## src/design/rv32i_types_pkg.sv

```systemverilog
package rv32i_types_pkg;

  // functional unit selected by decode
  typedef enum logic [1:0] {
    ARITH_S     = 2'd0,
    MUL_S       = 2'd1,
    DIV_S       = 2'd2,
    LOADSTORE_S = 2'd3
  } fu_type_t;

  // architectural register number, x0 is hardwired zero
  typedef logic [4:0] reg_idx_t;

  // operand source select
  // 0 and 1 read the register file, 2 and 3 read an immediate or the pc
  typedef logic [1:0] src_sel_t;

  // exception flags carried with an instruction to commit
  typedef struct packed {
    logic fault_insn;
    logic mal_insn;
    logic illegal_insn;
    logic fault_l;
    logic mal_l;
    logic fault_s;
    logic mal_s;
    logic breakpoint;
    logic env_m;
  } exc_flags_t;

endpackage
```

## src/design/ooo_ctrl_pkg.sv

```systemverilog
package ooo_ctrl_pkg;
  import rv32i_types_pkg::*;

  // completion buffer sizing, depth must be a power of two for pointer wrap
  localparam int CB_DEPTH = 8;
  localparam int CB_CNT_W = $clog2(CB_DEPTH + 1);
  typedef logic [$clog2(CB_DEPTH)-1:0] cb_tag_t;

  // fixed busy time of the multi-cycle units after issue
  localparam int DIV_LATENCY = 8;
  localparam int LS_LATENCY  = 3;
  localparam int FU_CNT_W    = $clog2(((DIV_LATENCY > LS_LATENCY) ?
                                       DIV_LATENCY : LS_LATENCY) + 1);

  // machine trap vector and standard cause codes
  localparam logic [31:0] MTVEC_BASE         = 32'h0000_0100;
  localparam logic [31:0] CAUSE_MAL_INSN     = 32'd0;
  localparam logic [31:0] CAUSE_FAULT_INSN   = 32'd1;
  localparam logic [31:0] CAUSE_ILLEGAL_INSN = 32'd2;
  localparam logic [31:0] CAUSE_BREAKPOINT   = 32'd3;
  localparam logic [31:0] CAUSE_MAL_L        = 32'd4;
  localparam logic [31:0] CAUSE_FAULT_L      = 32'd5;
  localparam logic [31:0] CAUSE_MAL_S        = 32'd6;
  localparam logic [31:0] CAUSE_FAULT_S      = 32'd7;
  localparam logic [31:0] CAUSE_ENV_M        = 32'd11;

  // instruction offered by decode to the issue stage
  typedef struct packed {
    logic [31:0] pc;
    fu_type_t    fu_type;
    src_sel_t    source_a_sel;
    src_sel_t    source_b_sel;
    reg_idx_t    rs1;
    reg_idx_t    rs2;
    reg_idx_t    rd;
    logic        wen;
    logic        csr;
    logic        branch;
    logic        mispredict;
  } issue_req_t;

  // completion report from the execution side
  typedef struct packed {
    cb_tag_t    tag;
    reg_idx_t   rd;
    logic       wen;
    exc_flags_t exc;
  } wb_req_t;

  // exception flush raised at the head of the completion buffer
  typedef struct packed {
    logic        flush;
    logic [31:0] epc;
    exc_flags_t  exc;
  } cb_flush_t;

  // stall and flush decisions of the hazard unit
  typedef struct packed {
    logic pc_en;
    logic stall_fetch_decode;
    logic data_hazard;
    logic hazard;
    logic npc_sel;
    logic fetch_decode_flush;
    logic decode_execute_flush;
    logic execute_commit_flush;
    logic csr_flush;
  } hazard_out_t;

endpackage

```

## src/design/ooo_issue_ctrl.sv

```systemverilog
module ooo_issue_ctrl
  import ooo_ctrl_pkg::*;
(
  input  logic        CLK,
  input  logic        rst_n,
  input  logic        issue_valid,
  input  issue_req_t  issue_req,
  input  logic        wb_valid,
  input  wb_req_t     wb_req,
  output hazard_out_t hz,
  output cb_tag_t     issue_tag,
  output logic        commit_valid,
  output logic [31:0] commit_pc,
  output logic        insert_pc,
  output logic [31:0] priv_pc,
  output logic [31:0] mepc,
  output logic [31:0] mcause
);

  logic      issue_fire;
  logic      rs1_busy;
  logic      rs2_busy;
  logic      rd_busy;
  logic      busy_du;
  logic      busy_ls;
  logic      rob_full;
  logic      rob_empty;
  cb_flush_t cb_flush;

  ooo_hazard_unit u_hazard (
    .CLK(CLK), .rst_n(rst_n), .req(issue_req), .issue_valid(issue_valid),
    .rs1_busy(rs1_busy), .rs2_busy(rs2_busy), .rd_busy(rd_busy),
    .busy_du(busy_du), .busy_ls(busy_ls), .rob_full(rob_full),
    .rob_empty(rob_empty), .cb_flush(cb_flush), .insert_pc(insert_pc),
    .hz(hz), .issue_fire(issue_fire)
  );

  // exception flush clears every tracker of in-flight work
  reg_scoreboard u_scoreboard (
    .CLK(CLK), .rst_n(rst_n), .issue_fire(issue_fire), .req(issue_req),
    .wb_valid(wb_valid), .wb_req(wb_req), .flush(cb_flush.flush),
    .rs1_busy(rs1_busy), .rs2_busy(rs2_busy), .rd_busy(rd_busy)
  );

  fu_busy_tracker u_fu_busy (
    .CLK(CLK), .rst_n(rst_n), .issue_fire(issue_fire), .fu_type(issue_req.fu_type),
    .flush(cb_flush.flush), .busy_du(busy_du), .busy_ls(busy_ls)
  );

  completion_buffer u_cb (
    .CLK(CLK), .rst_n(rst_n), .issue_fire(issue_fire), .issue_pc(issue_req.pc),
    .wb_valid(wb_valid), .wb_req(wb_req), .issue_tag(issue_tag),
    .rob_full(rob_full), .rob_empty(rob_empty), .commit_valid(commit_valid),
    .commit_pc(commit_pc), .cb_flush(cb_flush)
  );

  prv_trap_ctrl u_trap (
    .CLK(CLK), .rst_n(rst_n), .cb_flush(cb_flush), .insert_pc(insert_pc),
    .priv_pc(priv_pc), .mepc(mepc), .mcause(mcause)
  );

endmodule

```

## src/design/prv_trap_ctrl.sv

```systemverilog
module prv_trap_ctrl
  import rv32i_types_pkg::*, ooo_ctrl_pkg::*;
(
  input  logic        CLK,
  input  logic        rst_n,
  input  cb_flush_t   cb_flush,
  output logic        insert_pc,
  output logic [31:0] priv_pc,
  output logic [31:0] mepc,
  output logic [31:0] mcause
);

  exc_flags_t  exc;
  logic [31:0] cause;

  // highest priority flag picks the cause
  always_comb begin
    exc = cb_flush.exc;
    if (exc.breakpoint) begin
      cause = CAUSE_BREAKPOINT;
    end else if (exc.fault_insn) begin
      cause = CAUSE_FAULT_INSN;
    end else if (exc.mal_insn) begin
      cause = CAUSE_MAL_INSN;
    end else if (exc.illegal_insn) begin
      cause = CAUSE_ILLEGAL_INSN;
    end else if (exc.env_m) begin
      cause = CAUSE_ENV_M;
    end else if (exc.mal_l) begin
      cause = CAUSE_MAL_L;
    end else if (exc.fault_l) begin
      cause = CAUSE_FAULT_L;
    end else if (exc.mal_s) begin
      cause = CAUSE_MAL_S;
    end else begin
      cause = CAUSE_FAULT_S;
    end
  end

  // trap entry one cycle after the flush, always to the direct vector
  always_ff @(posedge CLK) begin
    if (!rst_n) begin
      insert_pc <= 1'b0;
      mepc      <= '0;
      mcause    <= '0;
    end else begin
      insert_pc <= cb_flush.flush;
      if (cb_flush.flush) begin
        mepc   <= cb_flush.epc;
        mcause <= cause;
      end
    end
  end

  assign priv_pc = MTVEC_BASE;

endmodule

```

## src/design/completion_buffer.sv

```systemverilog
module completion_buffer
  import rv32i_types_pkg::*, ooo_ctrl_pkg::*;
(
  input  logic        CLK,
  input  logic        rst_n,
  input  logic        issue_fire,
  input  logic [31:0] issue_pc,
  input  logic        wb_valid,
  input  wb_req_t     wb_req,
  output cb_tag_t     issue_tag,
  output logic        rob_full,
  output logic        rob_empty,
  output logic        commit_valid,
  output logic [31:0] commit_pc,
  output cb_flush_t   cb_flush
);

  // entry payload
  logic [31:0]   pc_q  [CB_DEPTH];
  exc_flags_t    exc_q [CB_DEPTH];

  // entry status and pointers
  logic [CB_DEPTH-1:0] done_q;
  cb_tag_t             head;
  cb_tag_t             tail;
  logic [CB_CNT_W-1:0] count;

  logic head_done;
  logic head_exc;
  logic retire;
  logic do_flush;

  // head is only meaningful while something is outstanding
  assign head_done = (count != '0) && done_q[head];
  assign head_exc  = |exc_q[head];

  // a clean done head retires, a faulting one flushes instead
  assign retire   = head_done && !head_exc;
  assign do_flush = head_done && head_exc;

  assign commit_valid = retire;
  assign commit_pc    = pc_q[head];

  always_comb begin
    cb_flush.flush = do_flush;
    cb_flush.epc   = pc_q[head];
    cb_flush.exc   = exc_q[head];
  end

  // next free slot doubles as the tag of the next issue
  assign issue_tag = tail;
  assign rob_full  = (count == CB_CNT_W'(CB_DEPTH));
  assign rob_empty = (count == '0);

  // pc captured at allocate, flags captured with the writeback
  always_ff @(posedge CLK) begin
    if (issue_fire) begin
      pc_q[tail] <= issue_pc;
    end
    if (wb_valid) begin
      exc_q[wb_req.tag] <= wb_req.exc;
    end
  end

  // an issue in the flush cycle is squashed with the rest of the window
  always_ff @(posedge CLK) begin
    if (!rst_n || do_flush) begin
      head   <= '0;
      tail   <= '0;
      count  <= '0;
      done_q <= '0;
    end else begin
      if (wb_valid) begin
        done_q[wb_req.tag] <= 1'b1;
      end
      // fresh entry starts not done
      if (issue_fire) begin
        done_q[tail] <= 1'b0;
        tail         <= tail + cb_tag_t'(1);
      end
      if (retire) begin
        head <= head + cb_tag_t'(1);
      end
      count <= count + CB_CNT_W'(issue_fire) - CB_CNT_W'(retire);
    end
  end

endmodule

```

## src/design/fu_busy_tracker.sv

```systemverilog
module fu_busy_tracker
  import rv32i_types_pkg::*, ooo_ctrl_pkg::*;
(
  input  logic     CLK,
  input  logic     rst_n,
  input  logic     issue_fire,
  input  fu_type_t fu_type,
  input  logic     flush,
  output logic     busy_du,
  output logic     busy_ls
);

  // index 0 is the divider, index 1 the load/store unit
  logic [FU_CNT_W-1:0] cnt [2];
  logic [1:0]          load;

  always_comb begin
    load[0] = issue_fire && (fu_type == DIV_S);
    load[1] = issue_fire && (fu_type == LOADSTORE_S);
  end

  // structural stall prevents a load while the counter is still running
  always_ff @(posedge CLK) begin
    for (int i = 0; i < 2; i++) begin
      if (!rst_n || flush) begin
        cnt[i] <= '0;
      end else if (load[i]) begin
        // each unit restarts at its own fixed latency
        cnt[i] <= (i == 0) ? FU_CNT_W'(DIV_LATENCY) : FU_CNT_W'(LS_LATENCY);
      end else if (cnt[i] != '0) begin
        cnt[i] <= cnt[i] - 1'b1;
      end
    end
  end

  assign busy_du = (cnt[0] != '0);
  assign busy_ls = (cnt[1] != '0);

endmodule

```

## src/design/reg_scoreboard.sv

```systemverilog
module reg_scoreboard
  import rv32i_types_pkg::*, ooo_ctrl_pkg::*;
(
  input  logic       CLK,
  input  logic       rst_n,
  input  logic       issue_fire,
  input  issue_req_t req,
  input  logic       wb_valid,
  input  wb_req_t    wb_req,
  input  logic       flush,
  output logic       rs1_busy,
  output logic       rs2_busy,
  output logic       rd_busy
);

  // one pending-write bit per register, x0 has none
  logic [31:1] busy;
  logic [31:0] busy_vec;

  // x0 reads as never busy
  assign busy_vec = {busy, 1'b0};

  assign rs1_busy = busy_vec[req.rs1];
  assign rs2_busy = busy_vec[req.rs2];
  assign rd_busy  = busy_vec[req.rd];

  always_ff @(posedge CLK) begin
    if (!rst_n || flush) begin
      busy <= '0;
    end else begin
      for (int i = 1; i < 32; i++) begin
        // writeback releases the register
        if (wb_valid && wb_req.wen && (wb_req.rd == reg_idx_t'(i))) begin
          busy[i] <= 1'b0;
        end
        // a new writer claims it
        // rd_busy stall keeps this from colliding with the clear above
        if (issue_fire && req.wen && (req.rd == reg_idx_t'(i))) begin
          busy[i] <= 1'b1;
        end
      end
    end
  end

endmodule

```

## src/design/ooo_hazard_unit.sv

```systemverilog
module ooo_hazard_unit
  import rv32i_types_pkg::*, ooo_ctrl_pkg::*;
(
  input  logic        CLK,
  input  logic        rst_n,
  input  issue_req_t  req,
  input  logic        issue_valid,
  input  logic        rs1_busy,
  input  logic        rs2_busy,
  input  logic        rd_busy,
  input  logic        busy_du,
  input  logic        busy_ls,
  input  logic        rob_full,
  input  logic        rob_empty,
  input  cb_flush_t   cb_flush,
  input  logic        insert_pc,
  output hazard_out_t hz,
  output logic        issue_fire
);

  logic src_a_hazard;
  logic src_b_hazard;
  logic dst_hazard;
  logic data_hazard;
  logic structural_hazard;
  logic store;
  logic stall;
  logic npc_sel;
  logic mispredict_ff;

  // operand a only matters when it is read from the register file
  always_comb begin
    case (req.source_a_sel)
      2'd0, 2'd1: src_a_hazard = rs1_busy;
      default:    src_a_hazard = 1'b0;
    endcase
  end

  // same rule for operand b
  always_comb begin
    case (req.source_b_sel)
      2'd0, 2'd1: src_b_hazard = rs2_busy;
      default:    src_b_hazard = 1'b0;
    endcase
  end

  // waw on a pending destination only if this one writes back
  assign dst_hazard  = rd_busy & req.wen;
  assign data_hazard = src_a_hazard | src_b_hazard | dst_hazard;

  // divider and load/store unit accept one op at a time
  assign structural_hazard = ((req.fu_type == DIV_S) & busy_du) |
                             ((req.fu_type == LOADSTORE_S) & busy_ls);

  // stores wait for every older instruction to commit
  assign store = (req.fu_type == LOADSTORE_S) && (req.source_a_sel == 2'd1);

  assign stall = req.csr | rob_full | data_hazard | structural_hazard |
                 (store & ~rob_empty) | mispredict_ff;

  assign issue_fire = issue_valid & ~stall;

  // redirect on a mispredicted branch as it leaves decode
  assign npc_sel = issue_fire & req.branch & req.mispredict;

  // hold decode one extra cycle while the redirected fetch settles
  always_ff @(posedge CLK) begin
    if (!rst_n) begin
      mispredict_ff <= 1'b0;
    end else begin
      mispredict_ff <= npc_sel;
    end
  end

  always_comb begin
    hz.pc_en                = ~stall;
    hz.stall_fetch_decode   = stall;
    hz.data_hazard          = data_hazard;
    hz.hazard               = data_hazard | structural_hazard;
    hz.npc_sel              = npc_sel;
    hz.csr_flush            = req.csr;
    // front end squash on redirect, trap entry, csr or exception flush
    hz.fetch_decode_flush   = npc_sel | insert_pc | req.csr | cb_flush.flush;
    hz.decode_execute_flush = npc_sel | insert_pc | cb_flush.flush;
    hz.execute_commit_flush = req.csr | cb_flush.flush;
  end

endmodule

```

## config.mk

```make
export PLATFORM = sky130hd
export DESIGN_NAME = ooo_issue_ctrl
export DESIGN_NICKNAME = d
export VERILOG_FILES = /design/src/design/rv32i_types_pkg.sv /design/src/design/ooo_ctrl_pkg.sv /design/src/design/ooo_issue_ctrl.sv /design/src/design/prv_trap_ctrl.sv /design/src/design/completion_buffer.sv /design/src/design/fu_busy_tracker.sv /design/src/design/reg_scoreboard.sv /design/src/design/ooo_hazard_unit.sv
export SDC_FILE = /design/constraint.sdc
export NUM_CORES = 1
export LEC_CHECK = 0
export BUFFER_PORTS_ARGS = -buffer_cell sky130_fd_sc_hd__buf_2
export CAP_MARGIN = 20
export CORE_MARGIN = 2
export CORE_UTILIZATION = 50
export CTS_CLUSTER_SIZE = 14
export DETAILED_ROUTE_END_ITERATION = 8
export HOLD_SLACK_MARGIN = 0.08
export MAX_ROUTING_LAYER = met4
export PLACE_DENSITY = 0.7
export SLEW_MARGIN = 15
export SYNTH_ARGS = -nofsm -noshare
export SYNTH_HDL_FRONTEND = slang
export SYNTH_SLANG_ARGS = --single-unit
```

## constraint.sdc

```tcl
create_clock -name CLK -period 6.4 [get_ports CLK]
set_input_delay 1.28 -clock CLK [delete_from_list [all_inputs] [get_ports CLK]]
set_output_delay 1.28 -clock CLK [all_outputs]
set_load 0.005 [all_outputs]
```

* Word-level counts from Yosys, hierarchy flattened
Memory sizes are Yosys's and may differ from the RTL's. A register that Yosys moved wholly into a read port is not among the register bits. Index checks and enable logic that the tools add are counted.
Word-level totals: register bits 115, memory bits (writable) 336, input port bits 79, output and inout port bits 142, word-level logic and storage cells 383, memories kept 3
Memory list:
- u_cb.pc_q | depth 8, width 32, rd ports 1, clocked after Yosys merged registers in 1, wr ports 1, line completion_buffer.sv:19 | logic [31:0] pc_q [CB_DEPTH];
- u_cb.exc_q | depth 8, width 9, rd ports 1, clocked after Yosys merged registers in 1, wr ports 1, line completion_buffer.sv:20 | exc_flags_t exc_q [CB_DEPTH];
- u_fu_busy.cnt | depth 2, width 4, rd ports 2, clocked after Yosys merged registers in 0, wr ports 2, line fu_busy_tracker.sv:14 | logic [FU_CNT_W-1:0] cnt [2];
Cells by class: $add $sub $neg 6, order comparisons 8, equal/unequal tests 67, muxes and demuxes 115, bitwise logic cells 30, reductions and logical operators 115
Operators by type and width (number):
- 32-bit 2-to-1 mux | 7
- 5-bit == test, second input constant | 32
- 1-bit 2-to-1 mux | 91
- 5-bit by 4-bit == test with 1-bit output, second input constant | 16
- 1-bit logical AND | 72
- 2-bit nonzero test | 31
- 5-bit by 3-bit == test with 1-bit output, second input constant | 8
- 8-bit 2-to-1 mux | 3
- 5-bit by 2-bit == test with 1-bit output, second input constant | 4
- 5-bit by 6-bit less-than comparator with 1-bit output, second input constant | 3
- 1-bit OR | 18
- 4-bit 2-to-1 mux | 4
- 1-bit binary-select mux with 5-bit select | 3
- 3-bit by 4-bit less-than comparator with 1-bit output, second input constant | 3
- 3-bit 2-to-1 mux | 4
- 4-bit nonzero test | 3
- 5-bit by 1-bit == test with 1-bit output, second input constant | 2
- 9-bit OR reduction | 1
- 8-bit AND | 1
- 8-bit inverter | 1
- 8-bit OR | 1
- 4-bit by 1-bit subtractor with 4-bit output, second input constant | 2
- 1-bit AND | 7
- 3-bit by 1-bit adder with 3-bit output, second input constant | 2
- other kinds (14) | 22

* Longest topological paths before layout
Gate-level depths: netlist of the first run.
depth after elaboration 17, gate-level depth with buffers 17, gate-level depth less buffers 15

* By module
From an unflattened synthesis of the first run, not the netlist that was laid out.
Second synthesis, totals: cell total of the unflattened synthesis 1166, area, all modules 18470.2 sq um
By module, submodules not included:
- completion_buffer | times used 1, cells an instance 632, area an instance 13724.4 sq um, seq. area each 10269.8 sq um
- reg_scoreboard | times used 1, cells an instance 270, area an instance 2154.6 sq um, seq. area each 620.6 sq um
- prv_trap_ctrl | times used 1, cells an instance 192, area an instance 1915.6 sq um, seq. area each 740.7 sq um
- fu_busy_tracker | times used 1, cells an instance 42, area an instance 479.2 sq um, seq. area each 240.2 sq um
- ooo_hazard_unit | times used 1, cells an instance 30, area an instance 196.4 sq um, seq. area each 20.0 sq um

* Least setup slack after synthesis of the first run
No wires, ideal clock.
kind input to register, start point in issue_req[14] (netlist name), end point mem u_cb.pc_q[3][0], enable pin, setup time 461 ps, arrival 5463 ps, required time 5939 ps, path slack 476 ps, stages 10, path buffers 3, cell sequence buf_4 -> mux4_2 -> mux4_2 -> nor2_1 -> a311oi_1 -> nor4b_2 -> buf_4 -> buf_6 -> inv_2 -> nor3_1
On the way: cells in the longest elaborated chain, start to end 13
RTL lines:
- start, declared | line ooo_issue_ctrl.sv:7 | input issue_req_t issue_req,
- 1-bit binary-select mux with 5-bit select | line reg_scoreboard.sv:23 | assign rs1_busy = busy_vec[req.rs1];
- 1-bit 2-to-1 mux (implied by the code) | line reg_scoreboard.sv:23
- 1-bit 2-to-1 mux | line ooo_hazard_unit.sv:33 | case (req.source_a_sel)
- 1-bit OR (2 in a row) | line ooo_hazard_unit.sv:49 | assign data_hazard = src_a_hazard | src_b_hazard | dst_hazard;
- 1-bit OR (3 in a row) | line ooo_hazard_unit.sv:58 | assign stall = req.csr | rob_full | data_hazard | structural_hazard |
- 1-bit OR | line ooo_hazard_unit.sv:59 | (store & ~rob_empty) | mispredict_ff;
- 1-bit inverter | line ooo_hazard_unit.sv:61 | assign issue_fire = issue_valid & ~stall;
- 1-bit AND | line ooo_hazard_unit.sv:61
- 1-bit 2-to-1 mux | line completion_buffer.sv:57 | if (issue_fire) begin
- 1-bit 2-to-1 mux (implied by the code) | line completion_buffer.sv:58 | pc_q[tail] <= issue_pc;
- end, declared | line completion_buffer.sv:19
Every way passes these cells. The select of a mux whose other input is x is not followed.

==> results of run 1 <==
[power groups by stage]
stage / clock network [uW] / logic (uW) / registers, uW
after global placement: 0 / 385 / 3160
after detailed placement: 0 / 397 / 3160
final: 2480 / 399 / 3100
after global routing: 2620 / 445 / 3110
after floorplan: 0 / 282 / 3150
after CTS: 2520 / 399 / 3100
[cells in the final DEF (no fill, tap or decap), types with 10 or more instances in the layout]
cell | synthesis | routed
buf_4 | 67 | 23
mux2i_1 | 18 | 18
mux2_2 | 35 | 35
o22ai_1 | 31 | 31
ha_1 | 10 | 10
nand2b_1 | 16 | 16
o21ai_0 | 40 | 40
nor2_1 | 70 | 67
clkbuf_16 | 0 | 45
nand2_1 | 22 | 22
a21oi_1 | 16 | 16
dfxtp_1 | 90 | 87
buf_2 | 22 | 159
inv_1 | 18 | 18
edfxtp_1 | 336 | 336
conb_1 | 2 | 60
nor3_1 | 60 | 56
clkbuf_1 | 32 | 14
mux4_2 | 102 | 102
nor3b_1 | 45 | 45
nand3_1 | 11 | 11
[state kept, by name (all words and copies together) (netlist names), named ones only]
register,count
u_trap.insert_pc,1
u_hazard.mispredict_ff,1
u_trap.mepc,32
u_trap.mcause,4
u_cb.done_q,8
u_cb.head,3
u_scoreboard.busy,31
u_fu_busy.cnt,8
u_cb.exc_q,72
u_cb.pc_q,256
u_cb.count,4
u_cb.issue_tag,3
[worst max-delay path, cell delays in order (launching register included)]
cell	delay, ns
dfxtp_4	0.87
mux4_2	0.59
mux2_2	0.29
a211oi_1	0.21
and2_1	0.26
a41oi_4	0.16
or2_2	0.30
or3_1	0.30
buf_2	0.13
[cell families (layout without fill, tap and decap cells)]
group | after synthesis | count (layout) | synth area share
XOR/XNOR | 4 | 4 | 0.00193
adder cells (fa/ha/maj) | 11 | 11 | 0.00800
buffers and inverters | 147 | 285 | 0.0462
AO/OA/AOI/OAI | 124 | 124 | 0.0433
multiplexers | 155 | 155 | 0.158
AND/OR/NAND/NOR | 287 | 287 | 0.0868
flip-flops | 426 | 426 | 0.655
other | 2 | 68 | 0.000414
[per-stage QoR]
step,util,power (uW)
after floorplan,-,3430
after global placement,0.539,3540
after detailed placement,0.539,3560
after CTS,0.579,6020
after global routing,0.580,6180
final,0.580,5980
[metal layers]
metal / vias up / wire length [um] / share of wire / global-route usage
li1: 4763 / - / - / -
met1: 5361 / 16100 / 0.40 / 0.271
met2: 421 / 20200 / 0.50 / 0.360
met3: 78 / 2930 / 0.073 / 0.0429
met4: 0 / 1030 / 0.026 / 0.0721
met5: - / 0 / 0 / -
[cell type report]
class                   instances  area, sq um  share of cell area
multi-input cells             641         5720               0.276
inverters                      19         71.3             0.00345
flip-flops and latches        426        11900               0.575
repair buffers                184          991              0.0479
well taps                     461          577              0.0279
diodes                          8         20.0            0.000967
clock buffers                  67         1290              0.0623
clock inverters                15          133             0.00641
[worst min-delay path by stage]
stage	startpoint	endpoint	slack, ns	depth (start not counted)
final	u_trap.mepc[25]	u_trap.mepc[25]	0.49	2
after global routing	u_trap.mepc[29]	u_trap.mepc[29]	0.52	2
after CTS	u_trap.mepc[25]	u_trap.mepc[25]	0.49	2
after detailed placement	u_trap.mepc[25]	u_trap.mepc[25]	0.49	2
after global placement	u_trap.mepc[13]	u_trap.mepc[13]	0.48	2
after floorplan	u_cb.done_q[2]	u_cb.done_q[2]	0.47	2
==> run summary, run 1 <==
share of the synthesized area in the top cell type = 0.556
die area = 37800 sq um
Ports = 221
DRC = 0
final instance area = 20700 sq um
largest net degree at the start of global routing = 54
Core ar. = 35700 sq um
Setup crit end = hz[3]
Synth-to-Final Area Change = 14.0%
CTS tree = yes
Async S/R FF share, synth = 0
hpwl dp = 24400 um
Pleak = 0.00703 uW
grt total ovfl = 0
Arrival @ worst endpoint = 3.66 ns
fin crit share = 0.773
mean post-synth cell area = 15.7 sq um
vias in the first global route = 10700
Seq pwr share = 0.519
RSZ-0062 raised after global routing = no
relative slew slack = 0.267
antenna violations before repair = 7
Max Buffers Root-to-Sink = 3
row count = 69
nets = 1406
number of max-cap violations = 0
first-pass GRT wire length = 61500 um
Hold Fails Final Rpt = 0
fmax = 202 MHz
Synth Instances = 1156
gpl congestion = 0.923
GRT Total Usage = 0.218
vias post-DR = 10600
Starting Density = 0.509
Final Non-Filler Cells = 1821
Pwr Density = 289 nW/um^2
Cell variety after synth = 58
Post-synth EDFFs = 336
FF-to-FF End = u_scoreboard.busy[22]
CTS root buf = clkbuf_16
first-pass iteration count of the detailed router = 8
Syn. warnings = 0
crit end category = primary output
FF-to-FF path depth = 9
min Tclk post-route = 4.94 ns
DRT Wirelength = 40200 um
die height = 195 um
clock transition at the registers of the reported paths = 0.06 ns
Total Neg Setup Slack = 0 ns
top_reg_cell synth = edfxtp_1
worst skew pair latency = 0.56 ns
startpoint types = register
synthesized flop and latch total = 426
largest fanout on the critical path = 43
DIE WIDTH = 195 um
Clock Sinks = 426
Clock H-tree levels = 2
area leader, netlist = edfxtp_1
mapped cell area = 18100 sq um
cell internal pwr = 4670 uW
Min Hold Slack = 0.494 ns
Logic pwr share = 0.067
DP Area = 19200 sq um
setup slack after layout = 1.46 ns
switching portion of total power = 0.218
PortBufs = 159
worst hold-check path type = reg -> reg
Worst Path Class, Setup = reg -> out
Psw = 1310 uW
fillers = 2703
Initial DRC Count = 743
Worst Tran Pin Value = 1.10 ns
top-count cell post-synth = edfxtp_1
Clock power frac = 0.415
average wire per standard cell = 22.1 um
CP required = 5.12 ns
CTS hold repair buffers = 0
worst reg2reg setup slack = 2.42 ns
fin. max-slew vios = 0
Worst Skew = 0.0144 ns
Synth area leaders = edfxtp_1 56%, mux4_2 13%, dfxtp_1 9.9%, buf_4 2.8%, mux2_2 2.2%
Post-Place Worst Slack = 1.39 ns
Peak supply drop = 0.000232 V
# resized after CTS = 0
post-CTS setup buffer count = 0
status = completed
vias per std cell = 5.83
placed insts = 1727
Seq/Total Area, Yosys = 0.655
number of buffers created by CTS = 44
Synth top cells by count = 336 x edfxtp_1, 102 x mux4_2, 90 x dfxtp_1
layout cells sized above 1 = 0.307
final setup fails = 0
number of nets with antenna violations after routing = 0
No activity file was read; power rests on OpenSTA's default activity.
==> inputs of run 2 (changes only) <==
- clock period: 6.4 -> 5.1 ns (I/O delays scaled with it)
==> run 2 against run 1 <==
Via count down 0.50%. Design area is 1.0% higher. Non-clock buffer count grew 3. Worst hold slack better by 0.00073 ns. Worst setup slack got worse by 0.91 ns. Combinational power grew 29%. Sequential share of layout area down 0.58 points. Routed wire length shrank 2.5%. Global-route usage shrank 0.31 points. Core utilization grew 0.59 points. Highest routed layer unchanged.
==> run summary, run 2 (synthesis gave the netlist of run 1 again) <==
number of nets with antenna violations after routing = 0 (unchanged)
vias post-DR = 10600 (-0.50%)
min Tclk post-route = 4.56 ns
Psw = 1640 uW (+26%)
Clock power frac = 0.421 (+0.006)
largest net degree at the start of global routing = 53 (-1.9%)
Initial DRC Count = 870 (+17%)
Pwr Density = 364 nW/um^2 (+26%)
relative slew slack = 0.394 (+0.128)
PortBufs = 159 (unchanged)
RSZ-0062 raised after global routing = no
CP required = 4.08 ns (-1.04 ns)
hpwl dp = 23800 um (-2.6%)
vias per std cell = 5.80 (-0.61%)
Hold Fails Final Rpt = 0 (unchanged)
worst skew pair latency = 0.56 ns (about the same)
Logic pwr share = 0.067 (about the same)
Core ar. = 35700 sq um (unchanged)
Largest register FFs = 256 (unchanged)
worst hold-check path type = reg -> reg
Ports = 221 (unchanged)
Final Non-Filler Cells = 1823 (+0.11%)
Starting Density = 0.509 (unchanged)
layout cells sized above 1 = 0.312 (+0.00476)
nets = 1410 (+0.28%)
Clock H-tree levels = 2 (unchanged)
DP Area = 19300 sq um (+0.67%)
grt total ovfl = 0 (unchanged)
cell internal pwr = 5970 uW (+28%)
largest fanout on the critical path = 40 (-7.0%)
first-pass GRT wire length = 60500 um (-1.5%)
CTS tree = yes
Power Total = 7610 uW (+27%)
clock transition at the registers of the reported paths = 0.07 ns (about the same)
# resized after CTS = 0 (unchanged)
final instance area = 20900 sq um (+1.0%)
placed insts = 1729 (+0.12%)
antenna violations before repair = 5 (-2)
register with the most flip-flops = u_cb.pc_q
number of buffers created by CTS = 45 (+2.3%)
die area = 37800 sq um (unchanged)
vias in the first global route = 10600 (-1.5%)
die height = 195 um (unchanged)
fin crit share = 0.894
startpoint types = register
Peak supply drop = 0.000255 V (+9.8%)
Seq pwr share = 0.511 (-0.008)
DRC = 0 (unchanged)
most common cell after layout, fill and taps aside = edfxtp_1
Worst Path Class, Setup = reg -> out
Max Buffers Root-to-Sink = 3 (unchanged)
row count = 69 (unchanged)
Regs by FF count = u_cb.pc_q: 256 flops, u_cb.exc_q: 72 flops, u_trap.mepc: 32 flops
final setup fails = 0 (unchanged)
CTS root buf = clkbuf_16
average wire per standard cell = 21.5 um (-2.6%)
Clock Sinks = 426 (unchanged)
GRT Total Usage = 0.215 (-0.00306)
status = completed
Arrival @ worst endpoint = 3.54 ns (-0.12 ns)
post-CTS setup buffer count = 0 (unchanged)
Worst Tran Pin Value = 0.908 ns (-0.187 ns)
worst reg2reg setup slack = 1.38 ns (-1.04 ns)
CTS hold repair buffers = 0 (unchanged)
fmax = 219 MHz
switching portion of total power = 0.216 (-0.00262)
Pleak = 0.00710 uW (+1.0%)
DIE WIDTH = 195 um (unchanged)
number of max-cap violations = 0 (unchanged)
crit end category = primary output
gpl congestion = 0.901 (-2.4%)
Synth-to-Final Area Change = 15.2%
Total Neg Setup Slack = 0 ns (unchanged)
DRT Wirelength = 39200 um (-2.5%)
Worst Skew = 0.0292 ns (+0.0148 ns)
first-pass iteration count of the detailed router = 5 (-3)
most frequent cells in the layout = 336 x edfxtp_1, 159 x buf_2, 102 x mux4_2
fin. max-slew vios = 0 (unchanged)
==> run 2: cell types whose count changed in the layout (fill, tap and decap cells not counted), moves of 2 or more <==
cell	before	now
buf_12	0	8
clkinv_2	5	7
buf_4	23	18
inv_16	2	0
clkinv_8	0	2
bufinv_16	1	3
clkbuf_1	14	12
diode_2	8	5
clkbuf_8	8	6
==> run 2: worst paths after layout <==
check | end | startpoint | cells past startpoint
min | u_trap.mepc[7] | u_trap.mepc[7] | 2
max | hz[2] | register | 8
max reg2reg | u_cb.count[2] | register | 12
min reg2reg | u_trap.mepc[7] | u_trap.mepc[7] | 2
==> run 2: cell type report <==
cell class                 count  area [sq um]
clock buffer                  64          1280
clock inverter                20           206
inverter                      19          71.3
tap                          461           577
fill                        2686         14700
sequential                   426         11900
multi-input combinational    641          5730
timing repair buffer         187          1130
antenna                        5          12.5
==> run 2: layer usage <==
| metal | track usage | vias to the layer above | part of all wire |
|---|---|---|---|
| li1 | - | 4758 | - |
| met1 | 0.278 | 5316 | 0.41 |
| met2 | 0.351 | 431 | 0.50 |
| met3 | 0.0389 | 65 | 0.070 |
| met4 | 0.0593 | 0 | 0.019 |
| met5 | - | - | 0 |
==> run 2: per-stage QoR <==
stage          hold WS, ns   util  setup WS (ns)
2_1_floorplan        0.468      -         -0.564
3_3_place_gp         0.479  0.543          0.652
3_5_place_dp         0.486  0.543          0.610
4_1_cts              0.496  0.584          0.458
5_1_grt              0.514  0.586          0.292
6_report             0.494  0.586          0.542
==> run 2: worst max-delay path, stage by stage (launching register included) <==
cell	delay, ns
dfxtp_2	0.71
buf_4	0.39
nor3_1	0.09
or4_1	0.50
o311a_1	0.22
a41oi_4	0.26
buf_4	0.50
or3_1	0.18
buf_2	0.10
==> run 2: power groups by stage <==
stage / Sequential [uW] / Clock [uW] / Combinational, uW
6_report: 3890 / 3210 / 513
5_1_grt: 3900 / 3420 / 566
4_1_cts: 3890 / 3270 / 509
3_5_place_dp: 3960 / 0 / 506
3_3_place_gp: 3960 / 0 / 489
2_1_floorplan: 3950 / 0 / 354
==> inputs of run 3 (changes only) <==
==> constraint.sdc (replaced) <==
create_clock -name CLK -period 5.1 [get_ports CLK]
set_input_delay 1.02 -clock CLK [delete_from_list [all_inputs] [get_ports CLK]]
set_output_delay 1.02 -clock CLK [all_outputs]
set_load 0.02 [all_outputs]
==> run 3 against run 2 <==
Global-route usage about the same. Die area did not move. Count of clock-buffer cells in the layout fell by 3.
==> run summary, run 3 (synthesis gave the netlist of run 1 again) <==
DP Area = 19400 sq um (+0.16%)
largest fanout on the critical path = 38 (-5.0%)
Clock Sinks = 426 (unchanged)
Worst path max stage delay = 0.71 ns (about the same)
nets = 1410 (unchanged)
crit path cell chain = buf_4 > buf_4 > mux4_2 > mux2_2 > buf_2
CP dominant cell by count = buf_4
CTS root buf = clkbuf_16
worst skew pair latency = 0.56 ns (about the same)
Worst Skew = 0.0198 ns (-0.00936 ns)
crit end category = primary output
min Tclk post-route = 4.55 ns (-0.0100 ns)
number of buffers created by CTS = 45 (unchanged)
Peak supply drop = 0.000271 V (+6.0%)
register with the most flip-flops = u_cb.pc_q
DRT Wirelength = 39600 um (+0.95%)
Total Neg Setup Slack = 0 ns (unchanged)
relative slew slack = 0.385 (-0.00928)
grt total ovfl = 0 (unchanged)
DRC = 0 (unchanged)
vias per std cell = 5.81 (+0.22%)
fmax = 220 MHz (+0.22%)
Final Non-Filler Cells = 1820 (-0.16%)
startpoint types = register
worst hold-check path type = reg -> reg
post-CTS setup buffer count = 0 (unchanged)
status = completed
Hold Fails Final Rpt = 0 (unchanged)
cell internal pwr = 6050 uW (+1.4%)
most frequent cells in the layout = 336 x edfxtp_1, 159 x buf_2, 102 x mux4_2
Largest register FFs = 256 (unchanged)
Post-Place Worst Slack = 0.581 ns (-0.0292 ns)
first-pass GRT wire length = 60600 um (about the same)
layout cells sized above 1 = 0.311 (-0.000508)
Pwr Density = 370 nW/um^2 (+1.7%)
fin. max-slew vios = 0 (unchanged)
FF+latch area = 11900 sq um (unchanged)
first-pass iteration count of the detailed router = 5 (unchanged)
clock transition at the registers of the reported paths = 0.06 ns (about the same)
Starting Density = 0.509 (unchanged)
die height = 195 um (unchanged)
Clock power frac = 0.424 (+0.003)
vias in the first global route = 10700 (+1.3%)
gpl congestion = 0.920 (+2.2%)
Psw = 1710 uW (+3.9%)
Arrival @ worst endpoint = 3.53 ns (about the same)
Logic pwr share = 0.075 (+0.008)
CTS hold repair buffers = 0 (unchanged)
area of the multi-input gates = 5730 sq um (unchanged)
CP required = 4.08 ns (about the same)
PortBufs = 159 (unchanged)
setup slack after layout = 0.553 ns (+0.0100 ns)
Min Hold Slack = 0.492 ns (-0.00278 ns)
Core ar. = 35700 sq um (unchanged)
Regs by FF count = u_cb.pc_q: 256 flops, u_cb.exc_q: 72 flops, u_trap.mepc: 32 flops
switching portion of total power = 0.220 (+0.00429)
placed insts = 1731 (+0.12%)
fin crit share = 0.892 (-0.00197)
GRT Total Usage = 0.215 (+0.000475)
row count = 69 (unchanged)
DIE WIDTH = 195 um (unchanged)
most common cell after layout, fill and taps aside = edfxtp_1
# resized after CTS = 0 (unchanged)
Initial DRC Count = 706 (-19%)
die area = 37800 sq um (unchanged)
slowest CP cell = buf_4
largest net degree at the start of global routing = 76 (+43%)
final instance area = 20900 sq um (+0.19%)
Ports = 221 (unchanged)
Synth-to-Final Area Change = 15.4%
antenna violations before repair = 3 (-2)
RSZ-0062 raised after global routing = no
number of max-cap violations = 0 (unchanged)
Worst Tran Pin Value = 0.922 ns (+0.0139 ns)
final setup fails = 0 (unchanged)
Worst Path Class, Setup = reg -> out
Clock H-tree levels = 2 (unchanged)
CTS tree = yes
average wire per standard cell = 21.8 um (+1.1%)
number of nets with antenna violations after routing = 0 (unchanged)
hpwl dp = 24000 um (+0.98%)
Seq pwr share = 0.501 (-0.010)
Max Buffers Root-to-Sink = 3 (unchanged)
fillers = 2700 (+0.52%)
Pleak = 0.00712 uW (+0.24%)
vias post-DR = 10600 (+0.057%)
run 3: cell count changes in the layout (fill, tap and decap cells not counted), sizes merged:
| cell | delta |
|---|---|
| clkbuf | -3 |
| bufinv | +2 |
| diode | -2 |
run 3: worst paths after layout:
kind | depth (start not counted) | from | end | slack [ns]
worst max-delay path | 5 | register | commit_pc[3] | 0.55
worst min-delay path | 2 | u_trap.mepc[30] | u_trap.mepc[30] | 0.49
worst max register to register | 14 | register | u_cb.count[3] | 1.47
worst min register to register | 2 | u_trap.mepc[30] | u_trap.mepc[30] | 0.49
run 3: power by group through the flow:
stage	logic (uW)	clock network [uW]	registers [uW]
2_1_floorplan	418	0	3960
3_3_place_gp	560	0	3960
3_5_place_dp	575	0	3960
4_1_cts	579	3350	3890
5_1_grt	633	3490	3900
6_report	579	3290	3890
run 3: worst max-delay path, delay by kind of cell, from the launching register on:
family / cells / cell delay, ns
DFF: 1 / 0.58
buffers and inverters: 3 / 1.43
muxes: 2 / 0.91
run 3: per-stage QoR:
step | util | power [uW]
3_5_place_dp | 0.543 | 4540
4_1_cts | 0.586 | 7820
3_3_place_gp | 0.543 | 4520
2_1_floorplan | - | 4380
5_1_grt | 0.588 | 8020
6_report | 0.588 | 7760
run 3: layout make-up:
class	instances	share of cell area
tap	461	0.0275
timing repair buffer	187	0.0545
clock inverter	22	0.0124
clock buffer	61	0.0600
antenna	3	0.000358
sequential	426	0.568
inverter	19	0.00340
multi-input combinational	641	0.274
run 3: routing by layer:
layer	up-vias	GRT usage	wire length, um
met4	0	0.0578	653
li1	4764	-	-
met1	5359	0.264	16000
met2	397	0.369	20400
met5	-	-	0
met3	56	0.0383	2550
